<file path="src/design/imager_pkg.sv">
`default_nettype none

package imager_pkg;

   // ----------------------------------------------------------------------
   // Widths
   // ----------------------------------------------------------------------
   localparam int PIXEL_W    = 10;   // Sensor pixel
   localparam int DATA_W     = 16;   // Stream word payload
   localparam int DIM_W      = 16;   // Row and column counters
   localparam int REG_ADDR_W = 4;
   localparam int REG_DATA_W = 32;
   localparam int CAP_DEPTH  = 64;   // Default capture FIFO depth

   // Stream word kinds
   typedef enum logic [1:0] {
      TAG_FRAME_START = 2'd0,   // Data zero
      TAG_PIXEL       = 2'd1,   // Data is the pixel, zero-extended
      TAG_ROW_END     = 2'd2,   // Data is the column count
      TAG_FRAME_END   = 2'd3    // Data is the row count
   } stream_tag_t;

   // ----------------------------------------------------------------------
   // Register map
   // ----------------------------------------------------------------------
   localparam logic [REG_ADDR_W-1:0] REG_CTRL    = 4'd0;
   localparam logic [REG_ADDR_W-1:0] REG_ARM     = 4'd1;
   localparam logic [REG_ADDR_W-1:0] REG_LUT     = 4'd2;
   localparam logic [REG_ADDR_W-1:0] REG_DIMS    = 4'd3;
   localparam logic [REG_ADDR_W-1:0] REG_CAP_IN  = 4'd4;
   localparam logic [REG_ADDR_W-1:0] REG_CAP_OUT = 4'd5;

   // REG_CTRL bits
   localparam int CTRL_ENABLE_BIT = 0;
   localparam int CTRL_MAP_ON_BIT = 1;

   // REG_LUT fields, table address above the value
   localparam int LUT_ADDR_LSB = 16;
   localparam int LUT_DATA_LSB = 0;

   // REG_DIMS fields
   localparam int DIMS_ROWS_LSB = 16;
   localparam int DIMS_COLS_LSB = 0;

   // ----------------------------------------------------------------------
   // Capture word layout
   // ----------------------------------------------------------------------
   localparam int CAP_VALID_BIT = 31;
   localparam int CAP_OVF_BIT   = 30;
   localparam int CAP_TAG_LSB   = 16;   // Two bits
   localparam int CAP_DATA_LSB  = 0;    // DATA_W bits

endpackage

`default_nettype wire
</file>
<file path="src/design/frame_rx.sv">
`timescale 1ns/1ps
`default_nettype none

module frame_rx import imager_pkg::*; #(
   parameter int PIXEL_W = imager_pkg::PIXEL_W
) (
   input  logic               clk,
   input  logic               resetb,
   input  logic               enable,
   input  logic               fv,
   input  logic               lv,
   input  logic [PIXEL_W-1:0] pix_data,
   output logic               dv,
   output stream_tag_t        tag,
   output logic [DATA_W-1:0]  data,
   output logic [DIM_W-1:0]   num_rows,
   output logic [DIM_W-1:0]   num_cols
);

   logic             fv_d;
   logic             lv_d;
   logic             active;     // Frame accepted at its fv rise
   logic             fv_rise;
   logic             fv_fall;
   logic             lv_fall;
   logic [DIM_W-1:0] col_cnt;
   logic [DIM_W-1:0] row_cnt;
   logic [DIM_W-1:0] last_cols;

   assign fv_rise = fv & ~fv_d;
   assign fv_fall = ~fv & fv_d;
   assign lv_fall = ~lv & lv_d;

   // ----------------------------------------------------------------------
   // Edge tracking, counters and word valid
   // ----------------------------------------------------------------------
   always_ff @(posedge clk) begin
      if (!resetb) begin
         fv_d      <= 1'b0;
         lv_d      <= 1'b0;
         active    <= 1'b0;
         dv        <= 1'b0;
         col_cnt   <= '0;
         row_cnt   <= '0;
         last_cols <= '0;
         num_rows  <= '0;
         num_cols  <= '0;
      end else begin
         fv_d <= fv;
         lv_d <= lv;
         dv   <= 1'b0;
         if (fv_rise) begin
            active  <= enable;   // Disabled frames are skipped whole
            dv      <= enable;
            row_cnt <= '0;
            col_cnt <= '0;
         end else if (active) begin
            if (lv) begin
               dv      <= 1'b1;
               col_cnt <= col_cnt + 1'b1;
            end else if (lv_fall) begin
               dv        <= 1'b1;
               row_cnt   <= row_cnt + 1'b1;
               last_cols <= col_cnt;
               col_cnt   <= '0;
            end else if (fv_fall) begin
               dv       <= 1'b1;
               active   <= 1'b0;
               num_rows <= row_cnt;
               num_cols <= last_cols;
            end
         end
      end
   end

   // Word payload, only looked at with dv
   always_ff @(posedge clk) begin
      if (fv_rise) begin
         tag  <= TAG_FRAME_START;
         data <= '0;
      end else if (lv) begin
         tag  <= TAG_PIXEL;
         data <= {{(DATA_W-PIXEL_W){1'b0}}, pix_data};
      end else if (lv_fall) begin
         tag  <= TAG_ROW_END;
         data <= DATA_W'(col_cnt);
      end else begin
         tag  <= TAG_FRAME_END;
         data <= DATA_W'(row_cnt);
      end
   end

   // Sensor must keep line valid inside frame valid
   a_lv_in_fv: assert property (@(posedge clk) disable iff (!resetb) lv |-> fv)
      else $error("frame_rx: lv high while fv low");

endmodule

`default_nettype wire

</file>
<file path="config.mk">
export PLATFORM = sky130hd
export DESIGN_NAME = frame_rx
export DESIGN_NICKNAME = d
export VERILOG_FILES = /design/src/design/imager_pkg.sv /design/src/design/frame_rx.sv
export SDC_FILE = /design/constraint.sdc
export NUM_CORES = 1
export LEC_CHECK = 0
export ABC_CLOCK_PERIOD_IN_PS = 3500
export BUFFER_PORTS_ARGS = -buffer_cell sky130_fd_sc_hd__buf_2
export CORE_MARGIN = 5
export CORE_UTILIZATION = 30
export CTS_CLUSTER_DIAMETER = 40
export DETAILED_ROUTE_END_ITERATION = 7
export GPL_TIMING_DRIVEN = 0
export HOLD_SLACK_MARGIN = 0.12
export PLACE_DENSITY = 0.56
export SKIP_LAST_GASP = 1
export SLEW_MARGIN = 10
export SYNTH_ARGS = -nofsm -noshare
export SYNTH_HDL_FRONTEND = slang
export SYNTH_SLANG_ARGS = --single-unit
</file>
<file path="constraint.sdc">
create_clock -name clk -period 3.5 [get_ports clk]
set_input_delay 0.35 -clock clk [delete_from_list [all_inputs] [get_ports clk]]
set_output_delay 0.35 -clock clk [all_outputs]
set_load 0.1 [all_outputs]
</file>
# Word level (Yosys, flattened, before mapping)
# Index checks and enable logic that the tools add are counted.
# totals
ff_bits	102
output_inout_bits	51
wordCells	47
# classes
addsub	2
bitwise	9
muxes	16
n_reduce_logical	7
# ops
operator	count
two-way mux 16 bit	3
adder 16 x 1 -> 16 bit, second input constant	2
two-way mux 1 bit	12
two-way mux 10 bit	1
inverter 1 bit	6
AND reduction 5 bit	1
AND reduction 4 bit	1
OR reduction 2 bit	2
bitwise AND 1 bit	3
AND reduction 3 bit	1
AND reduction 2 bit	1
nonzero test 2 bit	1

# Longest topological paths before layout
# depth
ltp_word	7
depth_mapped	7

# Worst setup path before layout
# Ideal clock, no wire load.
# synth_timing
path_type	register -> register
start	reg col_cnt[7]
end	reg col_cnt[15]
synth_period_minus_slack_ps	1672
path_stages_with_launch	6
arrival_ps	1602
path_slack_ps	1828
setup_time_ps	70
n_path_buf	1
path_cell_list	dfxtp_1 clkbuf_1 nand4_4 or4_4 or3_1 a21oi_1
# synth_between
elab_chain_len	2
# synth_lines
item	line_no	text
start: declaration	frame_rx.sv:26	logic [DIM_W-1:0] col_cnt;
start signal: assignment	frame_rx.sv:60	col_cnt <= col_cnt + 1'b1;
adder 16 x 1 -> 16 bit	frame_rx.sv:60	
two-way mux 16 bit	frame_rx.sv:58	if (lv) begin
# No other way between the ends.
# A chain may end at the register's enable or synchronous reset.

# Final worst setup path
# layout_timing
start	reg active
end	reg last_cols[6]
# layout_between
elab_chain_len	1
# layout_lines
item	line_no	text
start: declaration	frame_rx.sv:22	logic active;
start signal: assignment	frame_rx.sv:53	active <= enable;
AND reduction 4 bit (no source line)	--	
end signal: assignment	frame_rx.sv:64	last_cols <= col_cnt;
end: declaration	frame_rx.sv:28	logic [DIM_W-1:0] last_cols;
# No other way between the ends.

==> run_results.csv <==
group,metric,value,unit
worst_setup_path,startpoint,"active$_SDFF_PN0_",
route,drc,0,
worst_hold_path,holdPathStages,3,
clock_network,postCtsHoldBufs,0,
floorplan,core_area,0.01319,mm^2
route,dr.pass1.iters,4,
sta,rsz0062_at_grt,"no",
route,num_vias,3425,
floorplan,fp.dieW,125.7,um
grt,grt_overflow,0,
final_layout,fin_area,0.004876,mm^2
grt,antenna_found_initial,1,
sta,max_freq,519.4,MHz
sta,report.final.slew_viol_count,0,
synth,yosys_warnings,0,
worst_setup_path,critPathLaunchType,"register",
placement,port_buffers,65,
placement,post_dp_cell_area,0.004558,mm^2
route,wirelength,9.963,mm
power,irDropWorstVdd,0.2319,mV
sta,clock_skew,0.01057,ns
synth,synth_area,0.004013,mm^2
synth,ys_types,42,
worst_setup_path,worstPathMaxFanout,10,
power,p_total,2.381,mW
grt,grt_pass1_vias,3277,
clock_network,cts_setup_buffers,0,
grt,grt_usage,0.1277,
final_layout,fin_util,0.3697,
final_layout,area_growth_syn_to_layout,21.52,%
worst_setup_path,path_class,"reg2reg",
worst_setup_path,ff2ff_path_depth,6,
synth,synthCells,486,
synth,avgSynthCellArea,8.256,um^2
power,powerDensity,488.3,mW/mm^2
synth,ys_ff_latch,102,
worst_setup_path,r2r-start,"active$_SDFF_PN0_",
outcome,status,"completed",
clock_network,cts-resized-gates,0,
sta,finalHoldViolCount,0,
worst_setup_path,critPathArrivalTime,2.19,ns
grt,grt_max_degree,16,
route,antenna_left,0,
floorplan,ios,66,
floorplan,die_h,125.7,um
sta,fin_crit_sh,0.5501,
sta,fin_crit,1.925,ns
placement,gp_congestion,0.8314,
sta,final.setup.tns,0,ns
worst_setup_path,reg2reg_slack,1.57,ns
sta,setup_viol,0,
worst_hold_path,hp-class,"in2reg",
clock_network,clk_latency,0.34,ns
sta,hold_ws,0.2466,ns
clock_network,numCtsBuffers,9,
run,cap_viol_max_count,0,
sta,worst_pin_slew,0.6628,ns
final_layout,final_common_cell,"nand2_1",
worst_hold_path,hp-start,"pix_data[8]",
clock_network,cts_tree,"done",
route,routedWlPerCell,13.41,um
final_layout,final_nets,579,
synth,synth_fp_nets,503,
power,leakagePower,1.830,nW
route,post_drt_via_cell_ratio,4.610,
worst_setup_path,cp-end-kind,"register",
synth,synth-seq-area-share,0.5089,
clock_network,clk_pin_slew,0.07,ns
clock_network,htree_levels,3,
sta,slew_headroom,0.5582,
placement,hpwlAfterDp,7.645,mm
route,drtIter0Drc,196,
floorplan,dieArea,0.01579,mm^2
clock_network,cts_root_buf,"clkbuf_16",
final_layout,layout_common_cells,"111 x nand2_1, 102 x dfxtp_1, 71 x buf_2",
final_layout,drive_gt1_frac,0.1537,
clock_network,clock-sinks,102,
floorplan,row_count,42,
clock_network,clockBufferDepth,2,
grt,grt_pass1_wl,16.36,mm
floorplan,start_util,0.3042,
final_layout,fillers,1389,
worst_setup_path,required,3.76,ns
[registers in the layout (all words and copies together) (netlist names)]
name       flops
num_rows      16
tag            2
data          16
row_cnt       16
col_cnt       16
active         1
num_cols      16
dv             1
fv_d           1
lv_d           1
last_cols     16
[metrics by stage]
stage               worst slack (ns)  std cells
global placement               1.450        727
CTS                            1.536        742
finish                         1.575        743
detailed placement             1.479        727
global route                   1.336        742
floorplan                      1.828        486
[synthesized netlist by cell type, drive strengths merged]
| cell | instances | area (um^2) |
|---|---|---|
| clkinv | 1 | 3.750 |
| and3 | 1 | 6.260 |
| clkbuf | 20 | 75.07 |
| o2111ai | 1 | 8.760 |
| a22oi | 1 | 7.510 |
| o21a | 2 | 15.01 |
| o311ai | 1 | 8.760 |
| or4 | 4 | 33.78 |
| nand2b | 1 | 6.260 |
| o41ai | 1 | 8.760 |
| mux2i | 16 | 160.2 |
| xor2 | 8 | 70.07 |
| and2 | 3 | 18.77 |
| nand4b | 1 | 8.760 |
| nor3 | 6 | 30.03 |
| nand2 | 111 | 416.7 |
| and4 | 1 | 8.760 |
| nor4 | 3 | 18.77 |
| and3b | 1 | 8.760 |
| o211ai | 1 | 7.510 |
| nand4 | 9 | 86.33 |
| xnor2 | 11 | 96.34 |
| nor2 | 58 | 217.7 |
| nor3b | 1 | 7.510 |
| or3 | 4 | 25.02 |
| and4b | 2 | 20.02 |
| a32oi | 1 | 8.760 |
| buf | 9 | 41.29 |
| a21oi | 70 | 350.3 |
| nor2b | 1 | 6.260 |
| o31ai | 3 | 22.52 |
| inv | 10 | 37.54 |
| ha | 2 | 25.02 |
| o221ai | 1 | 8.760 |
| o21ai | 6 | 30.03 |
| dfxtp | 102 | 2042 |
| nand3 | 10 | 50.05 |
| nand3b | 1 | 7.510 |
| a21o | 1 | 7.510 |
[final cells by class]
| cell class | count | area (um^2) | share of cell area |
|---|---|---|---|
| clock buffers | 12 | 246.5 | 0.05055 |
| diodes | 1 | 2.502 | 0.0005132 |
| repair buffers | 65 | 325.3 | 0.06672 |
| multi-input cells | 344 | 1813 | 0.3718 |
| flip-flops and latches | 102 | 2042 | 0.4188 |
| well taps | 176 | 220.2 | 0.04516 |
| clock inverters | 3 | 68.82 | 0.01411 |
| inverters | 11 | 41.29 | 0.008468 |
| plain buffers | 29 | 116.4 | 0.02386 |
[final timing paths]
kind,end
max,last_cols[6]$_SDFFE_PN0P_
min,data[8]$_SDFF_PP0_
max reg2reg,last_cols[6]$_SDFFE_PN0P_
min reg2reg,num_cols[0]$_SDFFE_PN0P_
[critical path, stage by stage (launching register included)]
cell      delay (ns)
dfxtp_1         0.36
clkbuf_1        0.33
nand3b_1        0.20
nor2_1          0.44
buf_2           0.30
nand2_1         0.09
a21oi_1         0.13
[power breakdown]
part	total, mW	internal (mW)	switching (mW)
logic	0.146	0.0291	0.117
clock network	1.06	0.644	0.416
registers	1.18	1.17	0.00436
total	2.38	1.84	0.537
[layer usage]
| layer | wire length [um] | up-vias | global-route usage |
|---|---|---|---|
| met1 | 4629 | 1559 | 0.1587 |
| met4 | 178 | 2 | 0.05230 |
| li1 | - | 1788 | - |
| met2 | 4686 | 61 | 0.2105 |
| met3 | 462 | 15 | 0.03387 |
| met5 | 7 | - | 0 |
[cells by family after synthesis]
kind of cell | synth area share
AOI/OAI and AO/OA | 0.1207
xor gates and xnor gates | 0.04147
adders and majority gates | 0.006235
buffers and inverters | 0.03929
DFF | 0.5089
muxes | 0.03991
and+or+nand+nor | 0.2435
Power figures use the tool's default switching activity.
