<file path="config.mk">
export PLATFORM = sky130hd
export DESIGN_NAME = stream_capture
export DESIGN_NICKNAME = d
export VERILOG_FILES = /design/src/design/imager_pkg.sv /design/src/design/stream_capture.sv
export SDC_FILE = /design/constraint.sdc
export NUM_CORES = 1
export LEC_CHECK = 0
export ABC_AREA = 1
export ABC_CLOCK_PERIOD_IN_PS = 3980
export BUFFER_PORTS_ARGS = -buffer_cell sky130_fd_sc_hd__buf_2
export CAP_MARGIN = 20
export CORE_UTILIZATION = 40
export DETAILED_ROUTE_END_ITERATION = 6
export GPL_TIMING_DRIVEN = 0
export PLACE_DENSITY = 0.52
export SYNTH_ARGS = -nofsm -noshare
export SYNTH_HDL_FRONTEND = slang
export SYNTH_SLANG_ARGS = --single-unit
export TNS_END_PERCENT = 5
</file>
<file path="constraint.sdc">
create_clock -name clk -period 3.98 [get_ports clk]
set_input_delay 0 -clock clk [delete_from_list [all_inputs] [get_ports clk]]
set_output_delay 0 -clock clk [all_outputs]
set_load 0.01 [all_outputs]
</file>
<file path="src/design/imager_pkg.sv">
`default_nettype none

package imager_pkg;

   // ----------------------------------------------------------------------
   // Widths
   // ----------------------------------------------------------------------
   localparam int PIXEL_W    = 10;   // Sensor pixel
   localparam int DATA_W     = 16;   // Stream word payload
   localparam int DIM_W      = 16;   // Row and column counters
   localparam int REG_ADDR_W = 4;
   localparam int REG_DATA_W = 32;
   localparam int CAP_DEPTH  = 64;   // Default capture FIFO depth

   // Stream word kinds
   typedef enum logic [1:0] {
      TAG_FRAME_START = 2'd0,   // Data zero
      TAG_PIXEL       = 2'd1,   // Data is the pixel, zero-extended
      TAG_ROW_END     = 2'd2,   // Data is the column count
      TAG_FRAME_END   = 2'd3    // Data is the row count
   } stream_tag_t;

   // ----------------------------------------------------------------------
   // Register map
   // ----------------------------------------------------------------------
   localparam logic [REG_ADDR_W-1:0] REG_CTRL    = 4'd0;
   localparam logic [REG_ADDR_W-1:0] REG_ARM     = 4'd1;
   localparam logic [REG_ADDR_W-1:0] REG_LUT     = 4'd2;
   localparam logic [REG_ADDR_W-1:0] REG_DIMS    = 4'd3;
   localparam logic [REG_ADDR_W-1:0] REG_CAP_IN  = 4'd4;
   localparam logic [REG_ADDR_W-1:0] REG_CAP_OUT = 4'd5;

   // REG_CTRL bits
   localparam int CTRL_ENABLE_BIT = 0;
   localparam int CTRL_MAP_ON_BIT = 1;

   // REG_LUT fields, table address above the value
   localparam int LUT_ADDR_LSB = 16;
   localparam int LUT_DATA_LSB = 0;

   // REG_DIMS fields
   localparam int DIMS_ROWS_LSB = 16;
   localparam int DIMS_COLS_LSB = 0;

   // ----------------------------------------------------------------------
   // Capture word layout
   // ----------------------------------------------------------------------
   localparam int CAP_VALID_BIT = 31;
   localparam int CAP_OVF_BIT   = 30;
   localparam int CAP_TAG_LSB   = 16;   // Two bits
   localparam int CAP_DATA_LSB  = 0;    // DATA_W bits

endpackage

`default_nettype wire
</file>
<file path="src/design/stream_capture.sv">
`timescale 1ns/1ps
`default_nettype none

module stream_capture import imager_pkg::*; #(
   parameter int CAP_DEPTH = imager_pkg::CAP_DEPTH
) (
   input  logic                  clk,
   input  logic                  resetb,
   input  logic                  arm,
   input  logic                  dv,
   input  stream_tag_t           tag,
   input  logic [DATA_W-1:0]     data,
   input  logic                  pop,
   output logic [REG_DATA_W-1:0] head_word
);

   localparam int AW    = (CAP_DEPTH > 1) ? $clog2(CAP_DEPTH) : 1;
   localparam int CW    = $clog2(CAP_DEPTH + 1);
   localparam int TAG_W = $bits(stream_tag_t);

   typedef enum logic [1:0] {CAP_IDLE, CAP_WAIT, CAP_REC} cap_state_t;

   cap_state_t              state;
   logic [TAG_W+DATA_W-1:0] mem [CAP_DEPTH];   // Tag above data
   logic [TAG_W+DATA_W-1:0] head;
   logic [AW-1:0]           wr_ptr;
   logic [AW-1:0]           rd_ptr;
   logic [CW-1:0]           count;
   logic                    ovf;
   logic                    take;
   logic                    full;
   logic                    empty;
   logic                    push;
   logic                    do_pop;

   function automatic logic [AW-1:0] next_ptr(input logic [AW-1:0] p);
      return (p == AW'(CAP_DEPTH - 1)) ? '0 : p + 1'b1;
   endfunction

   // Word belongs to the frame being captured
   assign take   = dv && ((state == CAP_REC) ||
                          (state == CAP_WAIT && tag == TAG_FRAME_START));
   assign full   = (count == CW'(CAP_DEPTH));
   assign empty  = (count == '0);
   assign push   = take && !full;
   assign do_pop = pop && !empty;

   always_ff @(posedge clk) begin
      if (push) begin
         mem[wr_ptr] <= {tag, data};
      end
   end

   // ----------------------------------------------------------------------
   // Capture control and FIFO pointers
   // ----------------------------------------------------------------------
   always_ff @(posedge clk) begin
      if (!resetb) begin
         state  <= CAP_IDLE;
         wr_ptr <= '0;
         rd_ptr <= '0;
         count  <= '0;
         ovf    <= 1'b0;
      end else if (arm) begin
         state  <= CAP_WAIT;
         wr_ptr <= '0;
         rd_ptr <= '0;
         count  <= '0;
         ovf    <= 1'b0;
      end else begin
         if (take) begin
            if (state == CAP_WAIT) begin
               state <= CAP_REC;
            end else if (tag == TAG_FRAME_END) begin
               state <= CAP_IDLE;   // One frame only
            end
            if (full) begin
               ovf <= 1'b1;         // Word dropped
            end
         end
         if (push) wr_ptr <= next_ptr(wr_ptr);
         if (do_pop) rd_ptr <= next_ptr(rd_ptr);
         if (push && !do_pop) begin
            count <= count + 1'b1;
         end else if (do_pop && !push) begin
            count <= count - 1'b1;
         end
      end
   end

   assign head = mem[rd_ptr];

   // Head in capture word layout
   always_comb begin
      head_word                = '0;
      head_word[CAP_VALID_BIT] = !empty;
      head_word[CAP_OVF_BIT]   = ovf;
      if (!empty) begin
         head_word[CAP_TAG_LSB +: TAG_W]   = head[DATA_W +: TAG_W];
         head_word[CAP_DATA_LSB +: DATA_W] = head[DATA_W-1:0];
      end
   end

   a_count_bound: assert property (@(posedge clk) disable iff (!resetb)
      count <= CW'(CAP_DEPTH))
      else $error("stream_capture: count above depth");

endmodule

`default_nettype wire

</file>
# Word level (Yosys, flattened, before mapping)
# Memories as Yosys holds them, arrays and structs flattened. A register that Yosys moved wholly into a read port is not among the register bits.
# Cells that the tools add are included.
# Widths: inputs -> output; s select.
# totals
register_bits,22
latchBits,0
ramBits,1152
mem_bits_ro,0
in_bits,23
out_inout_bits,32
elab_cells,52
memories,1
# mem_list
name,words,width,rd,rd_ports_with_merged_regs,wr,line,rtl
mem,64,18,1,1,1,stream_capture.sv:24,logic [TAG_W+DATA_W-1:0] mem [CAP_DEPTH];
# classes
add_sub_neg,4
mul,0
div,0
n_lt_le_gt_ge,0
eq_ne,6
shift,0
n_mux,13
bitwise_logic,1
n_reduce_logical,21
# ops
op,n
$mux 6,4
$mux 18,1
$mux 7,2
$add 6x1->6 const B,2
$eq 6x6->1 const B,2
$add 7x1->7 const B,1
$eq 7x7->1 const B,1
$logic_not 7->1,1
$sub 7x1->7 const B,1
$logic_and 1x1->1,6
$reduce_and 2->1,3
$reduce_bool 2->1,3
$eq 2x2->1 const B,2
$logic_not 1->1,4
$mux 1,4
$mux 2,2
$reduce_bool 3->1,1
$eq 2x1->1 const B,1
$logic_not 2->1,1
$reduce_or 2->1,1
$logic_or 1x1->1,1
$not 1->1,1

# Depth between registers and ports, before layout
# Gate-level depths: netlist of the first run.
# logic_depth
word_depth,9
mapped_depth,19
ltp_nobuf,19

# Worst setup path before layout of the first run
# Ideal clock, no wire load.
# synth_timing
path_type,reg2reg
from,reg count[0]
to,"mem mem[47][0] (netlist bit), enable pin"
setup_time_ps,439
arrival_ps,2826
required_time_ps,3541
setup_slack_ps,715
path_stages_with_launch,9
n_path_buf,0
synth_period_minus_slack_ps,3265
cell_sequence,dfxtp_1 nor2_1 nand3_1 inv_1 nand3_1 nand2_1 nor2_1 inv_1 nor4_1
# synth_between
elab_chain_len,5
# synth_rtl
item,line,rtl
"start, declared",stream_capture.sv:28,logic [CW-1:0] count;
"start signal, assigned",stream_capture.sv:84,count <= count + 1'b1;
"start signal, assigned",stream_capture.sv:86,count <= count - 1'b1;
$eq 7x7->1,stream_capture.sv:43,assign full = (count == CW'(CAP_DEPTH));
$logic_not 1->1,stream_capture.sv:45,assign push = take && !full;
$logic_and 1x1->1,stream_capture.sv:45,
$mux 1,stream_capture.sv:49,if (push) begin
$mux 1 (implied by the code),stream_capture.sv:50,"mem[wr_ptr] <= {tag, data};"
"end, declared",stream_capture.sv:24,
# No other way between the ends.

==> results of run 1 <==
-- kinds of logic (layout without fill, tap and decap cells) --
kind of cell    after synthesis  in the layout
xor+xnor                      8              8
flops                      1180           1180
compound gates               49             49
simple gates               2563           2563
other cells                   1             13
fa+ha+maj                    10             10
buf+inv                     301            646
-- layout make-up --
type / instances / area, um^2
Timing Repair Buffer: 110 / 1410
Sequential cell: 1180 / 35200
Antenna cell: 1 / 2.50
Inverter: 39 / 154
Buffer: 262 / 1540
Clock buffer: 173 / 3580
Multi-Input combinational cell: 2642 / 11800
Clock inverter: 62 / 527
Fill cell: 10700 / 62500
Tap cell: 1600 / 2000
-- state kept, by name (all words and copies together) (netlist names), named ones only --
signal	cells
mem	1152
count	7
rd_ptr	6
wr_ptr	6
state	2
ovf	1
-- cell usage in the layout, fill, tap and decap left out, types with 6 or more instances in the layout --
cell and instances:
sky130_fd_sc_hd__o21ai_0 11, sky130_fd_sc_hd__nor2_1 30, sky130_fd_sc_hd__dlygate4sd3_1 26, sky130_fd_sc_hd__buf_16 20
sky130_fd_sc_hd__nand3_1 989, sky130_fd_sc_hd__buf_4 87, sky130_fd_sc_hd__xor2_1 6, sky130_fd_sc_hd__nand2_1 1472
sky130_fd_sc_hd__nor2_2 6, sky130_fd_sc_hd__clkbuf_1 60, sky130_fd_sc_hd__clkinv_2 20, sky130_fd_sc_hd__buf_8 6
sky130_fd_sc_hd__bufinv_16 6, sky130_fd_sc_hd__buf_6 21, sky130_fd_sc_hd__buf_12 10, sky130_fd_sc_hd__inv_1 30
sky130_fd_sc_hd__clkbuf_16 136, sky130_fd_sc_hd__conb_1 12, sky130_fd_sc_hd__dfxtp_1 28, sky130_fd_sc_hd__edfxtp_1 1152
sky130_fd_sc_hd__buf_1 23, sky130_fd_sc_hd__inv_6 6, sky130_fd_sc_hd__clkinv_1 22, sky130_fd_sc_hd__a21oi_1 31
sky130_fd_sc_hd__clkinvlp_4 6, sky130_fd_sc_hd__nor2_4 55, sky130_fd_sc_hd__ha_1 9, sky130_fd_sc_hd__buf_2 149
-- through the flow --
step | cells | area, um^2
6_report | 6069 | 56200
5_1_grt | 6068 | 56200
4_1_cts | 6067 | 56200
3_5_place_dp | 5806 | 51800
3_3_place_gp | 5765 | 50400
2_1_floorplan | 4123 | 48200
-- timing repair --
action | CTS | global route
hold buffers | 26 | 0
setup buffers | 0 | 1
endpoints found under the setup margin | 9 | 94
pin swaps | 0 | 2
hold endpoints to repair | 1145 | 0
gates resized for setup | 6 | 6
-- worst register-to-register path: stages (launching register included) --
cell	delay, ns
sky130_fd_sc_hd__dfxtp_1	0.42
sky130_fd_sc_hd__nor2_1	0.08
sky130_fd_sc_hd__nand3_1	0.08
sky130_fd_sc_hd__inv_1	0.06
sky130_fd_sc_hd__nand3_1	0.09
sky130_fd_sc_hd__nand2_1	0.31
sky130_fd_sc_hd__inv_2	0.31
sky130_fd_sc_hd__nand4_1	0.81
sky130_fd_sc_hd__nor2_2	1.05
sky130_fd_sc_hd__buf_8	0.26
-- worst paths after layout --
path              startpoint            end  slack (ns)  cells after the start
setup / recovery   flip-flop  head_word[14]       -0.12                     11
hold / removal      data[14]    mem[33][14]        0.14                      2
setup reg to reg    count[0]    mem[46][16]        0.19                      9
hold reg to reg          ovf            ovf        0.49                      2
-- per-layer routing --
metal,routed length (um),GRT usage [%],up-vias,share of wire [%]
met4,7720,12.2,4,4.4
li1,-,-,15000,-
met3,17000,6.09,382,9.6
met2,79100,44.2,1884,45
met5,23,0,-,0.013
met1,72400,39.5,16900,41
-- power by group through the flow --
stage	clock (uW)	sequential, uW	combinational [uW]
6_report	11800	13700	3380
3_5_place_dp	0	13900	3260
5_1_grt	12300	13700	3560
4_1_cts	11900	13700	3290
3_3_place_gp	0	13900	3180
2_1_floorplan	0	13900	1680
==> impl_metrics.csv, run 1 <==
group,metric,value,unit
status,outcome,"finished, violations left",
status,violations_in_the_final_reports,"negative setup slack",
pwr,pwr_density_cell,513,mW/mm^2
finish,area_growth_syn_to_layout,16.7,%
pwr,power_leakage,0.0201,uW
detailed_routing,vias,34100,
synth,yosysMostFrequentCell,"sky130_fd_sc_hd__nand2_1",
floorplan,core_area,0.119,mm^2
synth,synth_fa_ha_area_share,0.275,%
finish,num-nets-final,4399,
place,hpwlAfterDp,114,mm
synth,area_share_of_the_largest_cell_type_after_synthesis,71.8,%
clocking,clk_pin_slew_worst_paths,0.06,ns
critical_path,cp_cell_sequence,"buf_2 -> inv_2 -> buf_4 -> buf_2 -> nand3_1 -> nand2_1 -> nand2_1 -> nand3_1 -> nand3_1 -> a21oi_1 -> buf_2",
global_routing,grt_pass1_vias,31300,
synth,synthesis.area,0.0482,mm^2
timing,maxSlewHeadroom,17.2,%
detailed_routing,vias_per_cell,5.62,
synth,yosysWarningCount,0,
synth,synth-xor-area-share,0.145,%
critical_path,critical_path_buffers_and_inverters,5,
clocking,clk_root_buffer_cell,"sky130_fd_sc_hd__clkbuf_16",
finish,post_route_cells_drive_above_1_share,12.4,%
place,numPortBuffers,42,
timing,rsz_0062_raised_after_global_routing,"false",
critical_path,required,3.98,ns
critical_path,critical_path_arrival,4.10,ns
timing,setup_violations_final,11,
synth,synth.top_cells.by_area,"sky130_fd_sc_hd__edfxtp_1, sky130_fd_sc_hd__nand2_1, sky130_fd_sc_hd__nand3_1",
floorplan,initial_core_util,40.6,%
synth,synth.area.mux_share,0,%
global_routing,grt_pass1_wl,242,mm
floorplan,num_rows,126,
pwr,peakVddDrop,410,uV
timing,max_clock_freq,244,MHz
pwr,combinationalPowerShare,11.7,%
global_routing,gr-total-overflow,0,
floorplan,fp.dieArea,0.122,mm^2
timing,finalHoldWorstSlack,0.143,ns
synth,synth-edff-count,1152,
synth,synth_compound_area_share,0.517,%
floorplan,num_io_pins,55,
pwr,power.share.clock,40.9,%
global_routing,grt_start_max_net_pins,67,
synth,synth.lib_cells_used.distinct,27,
pwr,share_seq_of_total_power,47.4,%
detailed_routing,drtAntennaViolNets,0,
detailed_routing,wl,176,mm
critical_path,cp_slowest_cell,"sky130_fd_sc_hd__a21oi_1",
floorplan,die_width,349,um
clocking,tritoncts_buffer_count,131,
synth,ys_seq_elements,1180,
critical_path,critPathLaunchType,"flip-flop",
timing,tightestPinTransition,1.24,ns
pwr,p_switching,7580,uW
synth,synth_sequential_area_ratio,73.0,%
finish,utilization_of_the_core_after_routing,47.4,%
detailed_routing,detailed_route_drc_error_count,0,
critical_path,worstSetupEndpointType,"primary output",
detailed_routing,wire_per_inst,29.0,um
pwr,sw_frac_of_total,26.3,%
synth,synth-async-reset-ratio,0,%
clocking,h-tree-depth,4,
detailed_routing,drt_first_pass_iters,6,
synth,synth_simple_gate_area_share,22.6,%
hold_path,hold_path_class,"in -> reg",
critical_path,worst-path-max-fanout,10,
timing,drv_slew,0,
clocking,numClockSinks,1180,
global_routing,grt_antenna_before_repair,4,
timing,tns,-0.578,ns
critical_path,cpLargestDelayFamily,"buffers and inverters",
synth,largest_area_contributor_in_the_netlist,"sky130_fd_sc_hd__edfxtp_1",
synth,post_synth_inst_count,4112,
clocking,clock_insertion_delay_worst_skew,0.76,ns
synth,post_synth_most_frequent_cells,"sky130_fd_sc_hd__nand2_1, sky130_fd_sc_hd__edfxtp_1, sky130_fd_sc_hd__nand3_1",
critical_path,critPathMaxStageDelay,0.49,ns
place,detailedPlace.worstSlack,0.0571,ns
synth,main_combinational_cell_family_by_area_after_synthesis,"simple AND/OR/NAND/NOR gates",
pwr,internal_power,21200,uW
flow_run,drv_cap,0,
synth,synth_area_per_cell,11.7,um^2
critical_path,category_of_the_most_critical_setup_path,"reg -> out",
clocking,tritoncts_clock_tree,"done",
synth,dominantRegCellSynth,"sky130_fd_sc_hd__edfxtp_1",
timing,worst_slack,-0.120,ns
place,gp_congestion,0.957,
pwr,finalPower,28800,uW
global_routing,grtUsageTotal,28.8,%
detailed_routing,initialDrtViolationCount,4483,
timing,finClkSkew,0.0324,ns
clocking,maximum_clock_path_buffer_count,3,
timing,layout_min_cycle_time,4.10,ns
floorplan,fp.dieH,349,um
timing,final.period_utilization,103,%
timing,timing.final.hold_violations,0,
Note: power is estimated with default switching activity, not from simulation.
==> run 2: changes to the inputs <==
CAP_MARGIN = default   (was 20)
GPL_TIMING_DRIVEN = default   (was 0)
==> run 2 against run 1 <==
The run now ends clean. Combinational power fell by 19%. Clock-buffer cell count fell by 2. Maximum frequency increased by 8.1%. Via count decreased by 8.4%. Total power fell by 3.8%. Global-route usage down 6.5 points. Routed wire length down 23%.
==> impl_metrics.csv, run 2 (synthesis gave the netlist of run 1 again) <==
group,metric,value,unit
clocking,numClockSinks,1180,
clocking,clk_pin_slew_worst_paths,0.06,ns
clocking,h-tree-depth,4,
timing,timing.final.hold_violations,0,
detailed_routing,wl,135,mm
pwr,pwr_density_cell,508,mW/mm^2
clocking,post-cts-setup-buffers,0,
finish,final_cell_mix,"sky130_fd_sc_hd__nand2_1, sky130_fd_sc_hd__edfxtp_1, sky130_fd_sc_hd__nand3_1",
place,gp_congestion,0.798,
finish,num-nets-final,4232,
critical_path,required,3.98,ns
floorplan,num_rows,126,
pwr,power_leakage,0.0193,uW
global_routing,grt_pass1_vias,29500,
timing,final.period_utilization,95.3,%
pwr,peakVddDrop,405,uV
critical_path,critPathLaunchType,"flip-flop",
finish,post_route_cells_drive_above_1_share,9.78,%
finish,final_common_cell,"sky130_fd_sc_hd__nand2_1",
timing,maxSlewHeadroom,25.7,%
floorplan,num_io_pins,55,
clocking,clock_insertion_delay_worst_skew,0.75,ns
flow_run,drv_cap,0,
critical_path,worst-path-max-fanout,132,
pwr,finalPower,27700,uW
global_routing,grt_antenna_before_repair,2,
floorplan,core_area,0.119,mm^2
status,outcome,"complete, no violations",
finish,regMostFlops,"mem",
detailed_routing,wire_per_inst,22.9,um
floorplan,initial_core_util,40.6,%
critical_path,worstSetupEndpointType,"primary output",
finish,flip_flop_count_of_the_largest_register_all_copies_and_words_added,1152,
detailed_routing,drtAntennaViolNets,0,
global_routing,grt_pass1_wl,200,mm
timing,setup_violations_final,0,
detailed_routing,vias_per_cell,5.30,
timing,rsz_0062_raised_after_global_routing,"false",
finish,top_regs,"mem x1152, count x7",
critical_path,category_of_the_most_critical_setup_path,"reg -> out",
floorplan,fp.dieH,349,um
detailed_routing,vias,31200,
finish,fin_area,0.0545,mm^2
place,hpwlAfterDp,73.6,mm
detailed_routing,drt_first_pass_iters,6,
finish,area_growth_syn_to_layout,13.2,%
place,numPortBuffers,42,
place,placed_cell_area,0.0503,mm^2
clocking,tritoncts_clock_tree,"done",
detailed_routing,initialDrtViolationCount,2995,
timing,max_clock_freq,264,MHz
finish,utilization_of_the_core_after_routing,45.9,%
timing,finClkSkew,0.0276,ns
clocking,tritoncts_buffer_count,132,
detailed_routing,detailed_route_drc_error_count,0,
timing,tightestPinTransition,1.11,ns
global_routing,grt_start_max_net_pins,139,
floorplan,fp.dieArea,0.122,mm^2
critical_path,critical_path_arrival,3.79,ns
hold_path,hold_path_class,"in -> reg",
clocking,maximum_clock_path_buffer_count,3,
clocking,clk_root_buffer_cell,"sky130_fd_sc_hd__clkbuf_16",
global_routing,gr-total-overflow,0,
timing,drv_slew,0,
global_routing,grtUsageTotal,22.3,%
critical_path,r2r_slack,0.91,ns
timing,tns,0,ns
floorplan,die_width,349,um
timing,layout_min_cycle_time,3.79,ns
==> run 2: cell types whose count changed in the layout (fill, tap and decap cells not counted), sizes merged <==
| cell | before | now |
|---|---|---|
| clkinv | 46 | 48 |
| clkinvlp | 6 | 2 |
| buf | 316 | 178 |
| bufinv | 6 | 3 |
| clkdlybuf4s15 | 2 | 0 |
| clkbuf | 201 | 171 |
==> run 2: critical path, stage by stage (launching register included) <==
cell and delay, ns:
sky130_fd_sc_hd__dfxtp_4 0.51, sky130_fd_sc_hd__buf_12 0.45, sky130_fd_sc_hd__buf_4 0.37, sky130_fd_sc_hd__nand2_1 0.08
sky130_fd_sc_hd__nand3_1 0.09, sky130_fd_sc_hd__nand3_1 0.07, sky130_fd_sc_hd__nand2_1 0.09, sky130_fd_sc_hd__nand2_1 0.05
sky130_fd_sc_hd__nand3_1 0.10, sky130_fd_sc_hd__nand3_1 0.21, sky130_fd_sc_hd__a21oi_1 0.59, sky130_fd_sc_hd__buf_2 0.25
==> run 2: repair_timing <==
action,4_1_cts,5_1_grt
endpoints found under the setup margin,0,1
hold buffers,26,0
gates resized for setup,0,1
endpoints found under the hold margin,549,0
==> run 2: layout make-up <==
cell class              instances  area (um^2)
fillers                     10700        64200
flip-flops and latches       1180        35200
multi-input cells            2642        11500
clock buffers                 171         3540
well taps                    1600         2000
repair buffers                204         1680
clock inverters                57          403
inverters                      39          185
diodes                          1         2.50
==> run 2: stage by stage <==
step           cells  worst slack [ns]  hold WS, ns
6_report        5894             0.187        0.263
3_3_place_gp    5639             0.953        0.229
4_1_cts         5893             0.150        0.209
3_5_place_dp    5639             0.956        0.233
2_1_floorplan   4123             0.715       0.0989
5_1_grt         5893           0.00719        0.268
==> run 2: worst paths after layout <==
check | startpoint | endpoint | cells past startpoint
worst min register to register | ovf | ovf | 2
worst min-delay path | arm | wr_ptr[4] | 5
worst max-delay path | flip-flop | head_word[2] | 11
worst max register to register | count[0] | count[5] | 19
==> run 2: metal layers <==
metal  track usage, %  part of all wire (%)  up-vias
met5                0                     0        -
met1             32.2                    45    15500
met4             7.26                   2.7        0
li1                 -                     -    14600
met3             3.45                   6.1      174
met2             34.4                    46     1003
==> run 2: power by group <==
part           switching, uW  internal, uW  leakage [uW]  total, uW
sequential              27.4         13600        0.0106      13700
combinational           2020           702       0.00681       2730
clock                   4860          6470       0.00193      11300
