$ cat src/design/imager_pkg.sv
`default_nettype none

package imager_pkg;

   // ----------------------------------------------------------------------
   // Widths
   // ----------------------------------------------------------------------
   localparam int PIXEL_W    = 10;   // Sensor pixel
   localparam int DATA_W     = 16;   // Stream word payload
   localparam int DIM_W      = 16;   // Row and column counters
   localparam int REG_ADDR_W = 4;
   localparam int REG_DATA_W = 32;
   localparam int CAP_DEPTH  = 64;   // Default capture FIFO depth

   // Stream word kinds
   typedef enum logic [1:0] {
      TAG_FRAME_START = 2'd0,   // Data zero
      TAG_PIXEL       = 2'd1,   // Data is the pixel, zero-extended
      TAG_ROW_END     = 2'd2,   // Data is the column count
      TAG_FRAME_END   = 2'd3    // Data is the row count
   } stream_tag_t;

   // ----------------------------------------------------------------------
   // Register map
   // ----------------------------------------------------------------------
   localparam logic [REG_ADDR_W-1:0] REG_CTRL    = 4'd0;
   localparam logic [REG_ADDR_W-1:0] REG_ARM     = 4'd1;
   localparam logic [REG_ADDR_W-1:0] REG_LUT     = 4'd2;
   localparam logic [REG_ADDR_W-1:0] REG_DIMS    = 4'd3;
   localparam logic [REG_ADDR_W-1:0] REG_CAP_IN  = 4'd4;
   localparam logic [REG_ADDR_W-1:0] REG_CAP_OUT = 4'd5;

   // REG_CTRL bits
   localparam int CTRL_ENABLE_BIT = 0;
   localparam int CTRL_MAP_ON_BIT = 1;

   // REG_LUT fields, table address above the value
   localparam int LUT_ADDR_LSB = 16;
   localparam int LUT_DATA_LSB = 0;

   // REG_DIMS fields
   localparam int DIMS_ROWS_LSB = 16;
   localparam int DIMS_COLS_LSB = 0;

   // ----------------------------------------------------------------------
   // Capture word layout
   // ----------------------------------------------------------------------
   localparam int CAP_VALID_BIT = 31;
   localparam int CAP_OVF_BIT   = 30;
   localparam int CAP_TAG_LSB   = 16;   // Two bits
   localparam int CAP_DATA_LSB  = 0;    // DATA_W bits

endpackage

`default_nettype wire
$ cat src/design/imager_regs.sv
`timescale 1ns/1ps
`default_nettype none

module imager_regs import imager_pkg::*; #(
   parameter int PIXEL_W = imager_pkg::PIXEL_W
) (
   input  logic                  clk,
   input  logic                  resetb,
   input  logic [REG_ADDR_W-1:0] reg_addr,
   input  logic                  reg_write,
   input  logic                  reg_read,
   input  logic [REG_DATA_W-1:0] reg_wdata,
   input  logic [DIM_W-1:0]      num_rows,
   input  logic [DIM_W-1:0]      num_cols,
   input  logic [REG_DATA_W-1:0] head_in,
   input  logic [REG_DATA_W-1:0] head_out,
   output logic [REG_DATA_W-1:0] reg_rdata,
   output logic                  reg_ack,
   output logic                  enable,
   output logic                  map_on,
   output logic                  arm,
   output logic                  lut_we,
   output logic [PIXEL_W-1:0]    lut_addr,
   output logic [PIXEL_W-1:0]    lut_data,
   output logic                  pop_in,
   output logic                  pop_out
);

   logic                  wr_ctrl;
   logic                  wr_arm;
   logic                  wr_lut;
   logic [REG_DATA_W-1:0] rd_mux;

   // ----------------------------------------------------------------------
   // Address decode
   // ----------------------------------------------------------------------
   assign wr_ctrl = reg_write && (reg_addr == REG_CTRL);
   assign wr_arm  = reg_write && (reg_addr == REG_ARM);
   assign wr_lut  = reg_write && (reg_addr == REG_LUT);

   // Pop in the request cycle, head is sampled on the same edge
   assign pop_in  = reg_read && (reg_addr == REG_CAP_IN);
   assign pop_out = reg_read && (reg_addr == REG_CAP_OUT);

   always_comb begin
      rd_mux = '0;
      case (reg_addr)
         REG_CTRL: begin
            rd_mux[CTRL_ENABLE_BIT] = enable;
            rd_mux[CTRL_MAP_ON_BIT] = map_on;
         end
         REG_DIMS: begin
            rd_mux[DIMS_ROWS_LSB +: DIM_W] = num_rows;
            rd_mux[DIMS_COLS_LSB +: DIM_W] = num_cols;
         end
         REG_CAP_IN:  rd_mux = head_in;
         REG_CAP_OUT: rd_mux = head_out;
         default:     rd_mux = '0;   // Write-only and unmapped
      endcase
   end

   // ----------------------------------------------------------------------
   // Control state and pulses
   // ----------------------------------------------------------------------
   always_ff @(posedge clk) begin
      if (!resetb) begin
         reg_ack <= 1'b0;
         enable  <= 1'b0;
         map_on  <= 1'b0;
         arm     <= 1'b0;
         lut_we  <= 1'b0;
      end else begin
         reg_ack <= reg_write || reg_read;   // Every access, one cycle later
         arm     <= wr_arm;
         lut_we  <= wr_lut;
         if (wr_ctrl) begin
            enable <= reg_wdata[CTRL_ENABLE_BIT];
            map_on <= reg_wdata[CTRL_MAP_ON_BIT];
         end
      end
   end

   always_ff @(posedge clk) begin
      if (reg_read) begin
         reg_rdata <= rd_mux;
      end
      if (wr_lut) begin
         lut_addr <= reg_wdata[LUT_ADDR_LSB +: PIXEL_W];
         lut_data <= reg_wdata[LUT_DATA_LSB +: PIXEL_W];
      end
   end

endmodule

`default_nettype wire

$ cat config.mk
export PLATFORM = sky130hd
export DESIGN_NAME = imager_regs
export DESIGN_NICKNAME = d
export VERILOG_FILES = /design/src/design/imager_pkg.sv /design/src/design/imager_regs.sv
export SDC_FILE = /design/constraint.sdc
export NUM_CORES = 1
export LEC_CHECK = 0
export BUFFER_PORTS_ARGS = -buffer_cell sky130_fd_sc_hd__buf_2
export CORE_MARGIN = 5
export CORE_UTILIZATION = 42
export DETAILED_ROUTE_END_ITERATION = 7
export PLACE_DENSITY = 0.86
export SLEW_MARGIN = 20
export SYNTH_ARGS = -nofsm -noshare
export SYNTH_HDL_FRONTEND = slang
export SYNTH_SLANG_ARGS = --single-unit
export TNS_END_PERCENT = 10
$ cat constraint.sdc
create_clock -name clk -period 7.7 [get_ports clk]
set_input_delay 1.155 -clock clk [delete_from_list [all_inputs] [get_ports clk]]
set_output_delay 1.155 -clock clk [all_outputs]
set_load 0.01 [all_outputs]
### Yosys cells after proc, flatten, opt, wreduce, memory -nomap -nowiden

Index checks and enable logic that the tools add are counted.

* output and inout bits: 59
* input port bits: 136
* word-level logic and storage cells: 22
* register bits: 57

* equal/unequal tests: 5
* reduce and logical (&&, ||, !) cells: 7
* muxes and demuxes: 2

Operators with widths (number)
* 30-bit one-hot mux with 3 select lines: 1
* 4-bit by 2-bit equality test with 1-bit output (second input constant): 2
* 4-bit by 3-bit equality test with 1-bit output (second input constant): 2
* 2-bit one-hot mux with 4 select lines: 1
* 1-bit logical AND: 5
* 4-bit by 1-bit equality test with 1-bit output (second input constant): 1
* 4-bit zero test: 1
* 1-bit logical OR: 1

### Logic depth before layout (Yosys ltp)

Gate-level depths: netlist of run 1.

* depth after elaboration: 2
* depth in mapped cells: 6
* gate-level depth less buffers: 3

### Least setup slack after synthesis of run 1

Ideal clock, no wire load.

* kind: input to register
* start: input port reg_addr[3]
* end: register lut_addr[0] (enable)
* stages: 2
* setup time: 0.427 ns
* required time: 7.273 ns
* arrival: 3.121 ns
* slack: 4.152 ns
* cells stage by stage: or3b_1 nor3b_1

* cells in the longest elaborated chain, start to end: 2

Ends and longest elaborated chain
* start: declaration: line imager_regs.sv:9 `input logic [REG_ADDR_W-1:0] reg_addr,`
* 4-bit by 2-bit equality test with 1-bit output: line imager_regs.sv:39 `assign wr_lut = reg_write && (reg_addr == REG_LUT);`
* 1-bit logical AND: line imager_regs.sv:39
* via wr_lut: line imager_regs.sv:31 `logic wr_lut;`
* end signal: assignment: line imager_regs.sv:88 `lut_addr <= reg_wdata[LUT_ADDR_LSB +: PIXEL_W];`
* end: declaration: line imager_regs.sv:23 `output logic [PIXEL_W-1:0] lut_addr,`

The timed path passes the listed nets, and every way through them passes these cells.
A chain may end at the register's enable or synchronous reset.

### Worst setup path in the final report of run 1

* start: input port reg_addr[2]
* end: output port pop_out

* cells in the longest elaborated chain, start to end: 2

Ends and longest elaborated chain
* 4-bit by 3-bit equality test with 1-bit output: line imager_regs.sv:43 `assign pop_out = reg_read && (reg_addr == REG_CAP_OUT);`
* 1-bit logical AND: line imager_regs.sv:43
* end: declaration: line imager_regs.sv:26 `output logic pop_out`

Every way passes these cells.

==> results_dict.tcl, run 1 <==
set metrics [dict create \
    final_antenna_net_count 0 \
    start_util 0.4301 \
    grt_antenna_before_repair 0 \
    clk_pin_slew_ns 0.06 \
    ios 195 \
    clock.fmax_mhz 287.0 \
    cts_root_buffer "clkbuf_8" \
    clockBufferDepth 2 \
    syn_to_final_growth_pct 48.71 \
    worstSetupStartpointType "input port" \
    gp_congestion 0.8239 \
    reg2reg_setup_slack_ns 6.88 \
    avgViaCountPerCell 5.242 \
    cts_tree "built" \
    cts_resized 0 \
    ir_drop_v 0.0001174 \
    yosys-top-cells-area "edfxtp_1 (66%), a222oi_1 (13%), inv_1 (4.8%)" \
    drive_gt1_frac 0.5838 \
    min_period_over_period 0.4525 \
    cts_hold_buf 0 \
    hold_violations 0 \
    yosys_warnings 0 \
    dieArea_um2 7241 \
    p_comb_frac 0.120 \
    grt_pass1_wl_um 10760 \
    cts_made_buffers 9 \
    ys_seq_area_frac 0.7015 \
    syn_nets 292 \
    grt_use_total 0.1955 \
    cts.htree.levels 3 \
    layout_min_cycle_time_ns 3.484 \
    die_x_um 85.10 \
    powerDensity_nw_per_um2 197.0 \
    path_class "input port to output port" \
    intPower_mw 0.5417 \
    synth.distinct_cells 21 \
    num_vias 2191 \
    holdWs_ns 0.4730 \
    netlist.area_leader.share 0.6593 \
    hp-class "register to register" \
    insertion_delay_ns 0.32 \
    slew-limit-headroom 0.5043 \
    syn_area_um2 2369 \
    setup_violations 0 \
    core_um2 5507 \
    wire_per_inst_um 17.83 \
    syn_area_per_cell_um2 15.18 \
    fillerInstances 419 \
    total_power_mw 0.6939 \
    place_hpwl_um 5793 \
    nNetsFinal 477 \
    diodes 0 \
    r2r_end "reg_rdata[0]" \
    drc_errors 7 \
    grt_overflow 0 \
    place_ws_ns 4.211 \
    crit_end "pop_out" \
    num_rows 27 \
    swShare 0.2194 \
    cp.arrival_ns 2.33 \
    clkPwrFrac 0.363 \
    routed_wl_um 7451 \
    crit_start "reg_addr[2]" \
    fp.dieH_um 85.10 \
    cts_sinks 57 \
    syn_inst 156 \
    crit_fanout 33 \
    first_global_vias 2230 \
    worst_slack_ns 4.216 \
    finClkSkew_ns 0.006149 \
    required_ns 6.55 \
    drt_pass1_iterations 8 \
    r2r-start "enable" \
    p_sw_mw 0.1522 \
    grt_max_degree 36 \
    tns_ns 0 \
    r2r_cells 2 \
    io_buffers 182 \
    crit_path_end_kind "output port" \
    rsz0062_at_grt "false" \
    slew_violations 0 \
    yosysTopAreaCell "edfxtp_1" \
    leakage_nw 1.767 \
    violations "design-rule violations" \
    tightest_slew_ns 0.7436 \
    ys_ff_latch 57 \
    dr.first_iter.drc_count 240 \
    drv_cap 0 \
    seqPwrFrac 0.517 \
    status "complete, but fails checks" \
    post_cts_buffers 0 \
]
==> layout make-up <==
cell class / instances / area (um^2) / area share
clock inverters: 5 / 46.29 / 0.01314
repair buffers: 186 / 940.9 / 0.2671
well taps: 72 / 90.09 / 0.02558
multi-input cells: 57 / 539.3 / 0.1531
clock buffers: 11 / 131.4 / 0.03730
flip-flops and latches: 57 / 1662 / 0.4718
inverters: 30 / 112.6 / 0.03197
==> per-stage QoR <==
step                utilization  std cells  area [um^2]
floorplan                     -        156         2369
global placement         0.6074        402         3344
detailed placement       0.6074        402         3344
CTS                      0.6396        418         3522
global route             0.6396        418         3522
finish                   0.6396        418         3522
==> power groups by stage <==
stage	sequential (mW)	clock [mW]	combinational (mW)
3_3_place_gp	0.364	0	0.0808
6_report	0.358	0.252	0.0835
5_1_grt	0.360	0.276	0.0899
2_1_floorplan	0.374	0	0.0179
3_5_place_dp	0.365	0	0.0836
4_1_cts	0.359	0.260	0.0840
==> worst min-delay path by stage <==
stage | from | to | slack, ns | cells after the start
after floorplan | enable | enable | 0.49 | 2
after CTS | enable | enable | 0.47 | 2
final | enable | enable | 0.47 | 2
after global placement | map_on | map_on | 0.46 | 2
after global routing | enable | enable | 0.50 | 2
after detailed placement | enable | enable | 0.46 | 2
==> flip-flops by register name (all words and copies together), names as in the netlist <==
name	count
arm	1
enable	1
lut_addr	10
lut_data	10
lut_we	1
map_on	1
reg_ack	1
reg_rdata	32
==> worst max-delay path, cell delays in order <==
cell and delay, ns:
buf_2 0.18, nor4bb_4 0.31, buf_4 0.37, and2_1 0.18, buf_2 0.13
==> cell usage in the layout (no fill, tap or decap), drive strengths merged, types with 3 or more instances in the layout <==
cell type / count
nand2: 4
a222oi: 30
nor3b: 3
edfxtp: 52
and2: 3
dfxtp: 5
inv: 30
buf: 186
a22oi: 4
clkinv: 4
clkbuf: 11
==> metal layers <==
| layer | wire length (um) | GRT usage |
|---|---|---|
| met3 | 616 | 0.05534 |
| met1 | 2576 | 0.2013 |
| met4 | 262 | 0.1151 |
| met2 | 3995 | 0.3503 |
| met5 | 0 | 0 |
==> synth_stat cells <==
cell type,number
buf_6,3
a22oi_1,4
a222oi_1,30
buf_2,7
nor2_1,2
dfxtp_1,5
buf_4,2
nor4bb_1,1
o31ai_1,2
nand2_1,4
or3b_1,1
nor4bb_2,1
o21a_1,1
nor3b_1,3
nand3_1,1
nor4b_4,1
mux2i_1,2
nor3_2,1
edfxtp_1,52
and2_1,3
inv_1,30
==> cell families (layout without fill, tap and decap cells) <==
| logic type | Yosys count | after routing | share of synthesized area |
|---|---|---|---|
| AO/OA/AOI/OAI | 37 | 37 | 0.1490 |
| buffers and inverters | 42 | 232 | 0.08293 |
| flip-flops | 57 | 57 | 0.7015 |
| multiplexers | 2 | 2 | 0.008453 |
| AND/OR/NAND/NOR | 18 | 18 | 0.05811 |
Note: power is estimated with default switching activity, not from simulation.
==> run 2, diff against run 1 <==
CORE_UTILIZATION = 35   (was 42)
PLACE_DENSITY = 0.77   (was 0.86)
clock period = 2.85 ns   (was 7.7 ns; I/O delays follow)
==> results_dict.tcl, run 2 (synthesis results as in run 1) <==
set metrics [dict create \
    placed_area_um2 3382 \
    drc_errors 0 \
    tightest_slew_ns 0.4742 \
    path_class "input port to output port" \
    cts_made_buffers 9 \
    layout_min_cycle_time_ns 1.850 \
    first_global_vias 2208 \
    post_cts_buffers 0 \
    clockBufferDepth 2 \
    worstSetupStartpointType "input port" \
    required_ns 2.42 \
    cts_tree "built" \
    post-route-cell-area_um2 3556 \
    nNetsFinal 479 \
    min_period_over_period 0.6491 \
    hp-class "input port to register" \
    path_delay_family "simple AND/OR/NAND/NOR gates" \
    crit_fanout 9 \
    holdWs_ns 0.2714 \
    status "finished clean" \
    avgViaCountPerCell 5.042 \
    cp_slowest_cell "nor4b_4" \
    grt_max_degree 30 \
    fp.dieH_um 92.27 \
    largest_reg_flops 32 \
    setup_violations 0 \
    finClkSkew_ns 0.002313 \
    clock.fmax_mhz 540.5 \
    cts_root_buffer "clkbuf_8" \
    clk_pin_slew_ns 0.06 \
    die_x_um 92.27 \
    wire_per_inst_um 17.19 \
    routed_wl_um 7342 \
    dr.first_iter.drc_count 146 \
    cp.buffers_inverters 2 \
    ios 195 \
    rsz0062_at_grt "false" \
    slew_violations 0 \
    place_hpwl_um 5756 \
    top_regs "reg_rdata (32), lut_addr (10), lut_data (10)" \
    final_cell_mix "buf_2 (182), edfxtp_1 (52), a222oi_1 (30), inv_1 (30), clkbuf_8 (9)" \
    diodes 0 \
    grt_antenna_before_repair 0 \
    core_um2 6681 \
    grt_use_total 0.1704 \
    grt_overflow 0 \
    start_util 0.3545 \
    grt_pass1_wl_um 10930 \
    cts_resized 0 \
    fillerInstances 626 \
    drive_gt1_frac 0.5879 \
    cp.arrival_ns 1.42 \
    insertion_delay_ns 0.32 \
    gp_congestion 0.7957 \
    num_vias 2153 \
    powerDensity_nw_per_um2 527.4 \
    regMostFlops "reg_rdata" \
    reg2reg_setup_slack_ns 1.98 \
    num_rows 30 \
    leakage_nw 1.779 \
    cts.htree.levels 3 \
    dieArea_um2 8513 \
    slowest_delay_ns 0.51 \
    cp_cell_sequence "buf_2 -> nor4b_4 -> and2_1 -> buf_2" \
    cts_sinks 57 \
    drv_cap 0 \
    final_antenna_net_count 0 \
    hold_violations 0 \
    final_common_cell "buf_2" \
    cp_common_cell "buf_2" \
    crit_path_end_kind "output port" \
    cts_hold_buf 0 \
    ir_drop_v 0.0002519 \
    syn_to_final_growth_pct 50.13 \
    drt_pass1_iterations 6 \
    tns_ns 0 \
    io_buffers 182 \
    slew-limit-headroom 0.6825 \
]
## run 2: cell count changes in the layout (fill, tap and decap cells not counted), sizes merged
cell    previous run  this run
clkinv             4         5
clkbuf            11         9
buf              186       188
## run 2: area by class of cell
class | count | area [um^2] | share of cell area
multi-input cells | 57 | 539.3 | 0.1517
flip-flops and latches | 57 | 1662 | 0.4673
inverters | 30 | 112.6 | 0.03167
clock buffers | 9 | 123.9 | 0.03483
clock inverters | 6 | 50.05 | 0.01407
repair buffers | 188 | 968.4 | 0.2723
well taps | 80 | 100.1 | 0.02815
## run 2: worst paths after layout
kind                startpoint           end  depth (start not counted)
setup / recovery   reg_addr[0]        pop_in                          4
hold / removal    reg_wdata[9]   lut_data[9]                          1
setup reg to reg        map_on  reg_rdata[1]                          2
hold reg to reg         enable        enable                          2
## run 2: power breakdown
part           switching [mW]  internal (mW)  total, mW
clock network           0.296          0.385      0.681
logic                   0.114          0.114      0.227
registers             0.00900          0.958      0.967
total                   0.419           1.46       1.88
## run 2: per-stage QoR
step           utilization  power [mW]  setup WS (ns)  std cells
4_1_cts             0.5322       1.905         0.9590        427
3_5_place_dp        0.5062       1.214         0.8771        412
2_1_floorplan            -       1.059        0.02974        156
6_report            0.5322       1.875          1.000        427
3_3_place_gp        0.5062       1.204         0.9573        412
5_1_grt             0.5322       1.963         0.9017        427
## run 2: per-layer routing
metal	track usage	routed length, um	vias up
li1	-	-	1003
met5	0	0	-
met3	0.05578	656	10
met1	0.1716	2495	1019
met2	0.3145	4042	121
met4	0.08045	148	0
==> run 3, diff against run 2 <==
ABC_AREA = 1   (was not set)
CORE_UTILIZATION = 36   (was 35)
PLACE_DENSITY = 0.76   (was 0.77)
clock period = 1.5 ns   (was 2.85 ns; I/O delays follow)
==> results_dict.tcl, run 3 <==
set metrics [dict create \
    status "finished clean" \
    rsz0062_at_grt "false" \
    dr.first_iter.drc_count 70 \
    crit_fanout 5 \
    ios 195 \
    netlist.area_leader.share 0.6112 \
    synthAdderAreaFrac 0 \
    insertion_delay_ns 0.34 \
    yosys-top-cells-area "edfxtp_1 (61%), nand3_1 (20%), nand2_1 (5.6%)" \
    placed_area_um2 3651 \
    synth_top_family_by_area "simple AND/OR/NAND/NOR gates" \
    reg2reg_setup_slack_ns 0.69 \
    final_common_cell "buf_2" \
    dpl.cell_count 512 \
    start_util 0.3719 \
    routed_wl_um 8007 \
    cts.htree.levels 3 \
    clock.fmax_mhz 839.8 \
    clockBufferDepth 2 \
    avgViaCountPerCell 4.788 \
    num_vias 2528 \
    synthTopCellsByCount "nand3_1 (100), edfxtp_1 (52), nand2_1 (38)" \
    post-route-cell-area_um2 3846 \
    async_reset_ff_frac 0 \
    synth_simple_gate_area_frac 0.2860 \
    die_x_um 94.25 \
    leakage_nw 1.765 \
    cts_hold_buf 0 \
    grt_use_total 0.1793 \
    final_antenna_net_count 0 \
    top_regs "reg_rdata (32), lut_addr (10), lut_data (10)" \
    required_ns 1.27 \
    io_buffers 182 \
    ir_drop_v 0.0006501 \
    post_cts_buffers 0 \
    syn_to_final_growth_pct 50.54 \
    ys_ff_latch 57 \
    cts_sinks 57 \
    first_global_vias 2481 \
    diodes 0 \
    synth_edf_count 52 \
    drt_pass1_iterations 6 \
    grt_overflow 0 \
    fp.dieH_um 94.25 \
    syn_inst 240 \
    synth.most_common_cell "nand3_1" \
    cts_tree "built" \
    place_hpwl_um 6296 \
    hp-class "input port to register" \
    layout_min_cycle_time_ns 1.191 \
    cts_root_buffer "clkbuf_8" \
    final_cell_mix "buf_2 (182), nand3_1 (100), edfxtp_1 (52), nand2_1 (38), inv_1 (10)" \
    setup_violations 0 \
    num_rows 30 \
    synth-compound-area-share 0.002938 \
    crit_path_end_kind "output port" \
    clk_pin_slew_ns 0.07 \
    syn_area_um2 2555 \
    regMostFlops "reg_rdata" \
    grt_antenna_before_repair 0 \
    yosys_warnings 0 \
    synth_ff_type "edfxtp_1" \
    ys_seq_area_frac 0.6503 \
    fillerInstances 646 \
    powerDensity_nw_per_um2 971.4 \
    largest_reg_flops 32 \
    min_period_over_period 0.7938 \
    drc_errors 0 \
    tightest_slew_ns 0.2959 \
    drive_gt1_frac 0.4977 \
    hold_violations 0 \
    wire_per_inst_um 15.16 \
    tns_ns 0 \
    core_um2 6869 \
    slew_violations 0 \
    synth.distinct_cells 17 \
    yosysTopAreaCell "edfxtp_1" \
    yosys.area_share.xor_xnor 0 \
    grt_pass1_wl_um 12190 \
    syn_area_per_cell_um2 10.65 \
    drv_cap 0 \
    slew-limit-headroom 0.8025 \
    cts_made_buffers 9 \
    dieArea_um2 8882 \
    path_class "input port to output port" \
    final_cells 528 \
    cp.arrival_ns 0.97 \
    nNetsFinal 563 \
    cts_resized 0 \
    grt_max_degree 37 \
    gp_congestion 0.7325 \
    worstSetupStartpointType "input port" \
    syn_nets 376 \
    finClkSkew_ns 0.002729 \
    synthMuxAreaShare 0 \
]
## run 3: layout make-up
| type | instances | area [um^2] | share of cell area |
|---|---|---|---|
| Clock buffer | 9 | 123.9 | 0.03221 |
| Clock inverter | 7 | 71.32 | 0.01854 |
| Inverter | 11 | 41.29 | 0.01074 |
| Multi-Input combinational cell | 155 | 772.0 | 0.2007 |
| Sequential cell | 57 | 1662 | 0.4320 |
| Tap cell | 96 | 120.1 | 0.03123 |
| Timing Repair Buffer | 193 | 1056 | 0.2746 |
## run 3: kinds of logic (layout without fill, tap and decap cells)
| logic type | count (synthesis) | count (layout) |
|---|---|---|
| flops | 57 | 57 |
| compound gates | 1 | 1 |
| simple gates | 154 | 154 |
| buf+inv | 28 | 220 |
## run 3: final timing paths
| check | from | end | depth (start not counted) |
|---|---|---|---|
| worst max-delay path | reg_addr[2] | pop_out | 6 |
| worst min-delay path | reg_wdata[16] | lut_addr[0] | 1 |
| worst max register to register | enable | reg_rdata[0] | 2 |
| worst min register to register | map_on | map_on | 4 |
## run 3: through the flow
| stage | utilization | power, mW | setup slack (ns) | hold WS, ns |
|---|---|---|---|---|
| 4_1_cts | 0.5599 | 3.787 | 0.2867 | 0.03321 |
| 2_1_floorplan | - | 2.049 | 0.01013 | 0.3018 |
| 3_5_place_dp | 0.5315 | 2.368 | 0.2150 | 0.4032 |
| 5_1_grt | 0.5599 | 3.915 | 0.2444 | 0.03117 |
| 3_3_place_gp | 0.5315 | 2.350 | 0.2419 | 0.4021 |
| 6_report | 0.5599 | 3.736 | 0.3093 | 0.05448 |
## run 3: report_power, final
| part | internal (mW) | switching [mW] | leakage, nW |
|---|---|---|---|
| Sequential | 1.82 | 0.0203 | 0.528 |
| Combinational | 0.228 | 0.261 | 1.14 |
| Clock | 0.762 | 0.646 | 0.0929 |
## run 3: worst max-delay path: stages
cell,delay [ns]
buf_2,0.18
inv_2,0.06
nor2_4,0.19
nand2_1,0.08
nor2_1,0.09
buf_2,0.14
## run 3: metal layers
layer / wire length (um) / share of wire / vias to the layer above / track usage
met5: 0 / 0 / - / 0
met3: 626 / 0.078 / 15 / 0.02965
met4: 129 / 0.016 / 0 / 0.07942
met2: 4007 / 0.50 / 109 / 0.3032
met1: 3244 / 0.41 / 1168 / 0.2240
li1: - / - / 1236 / -
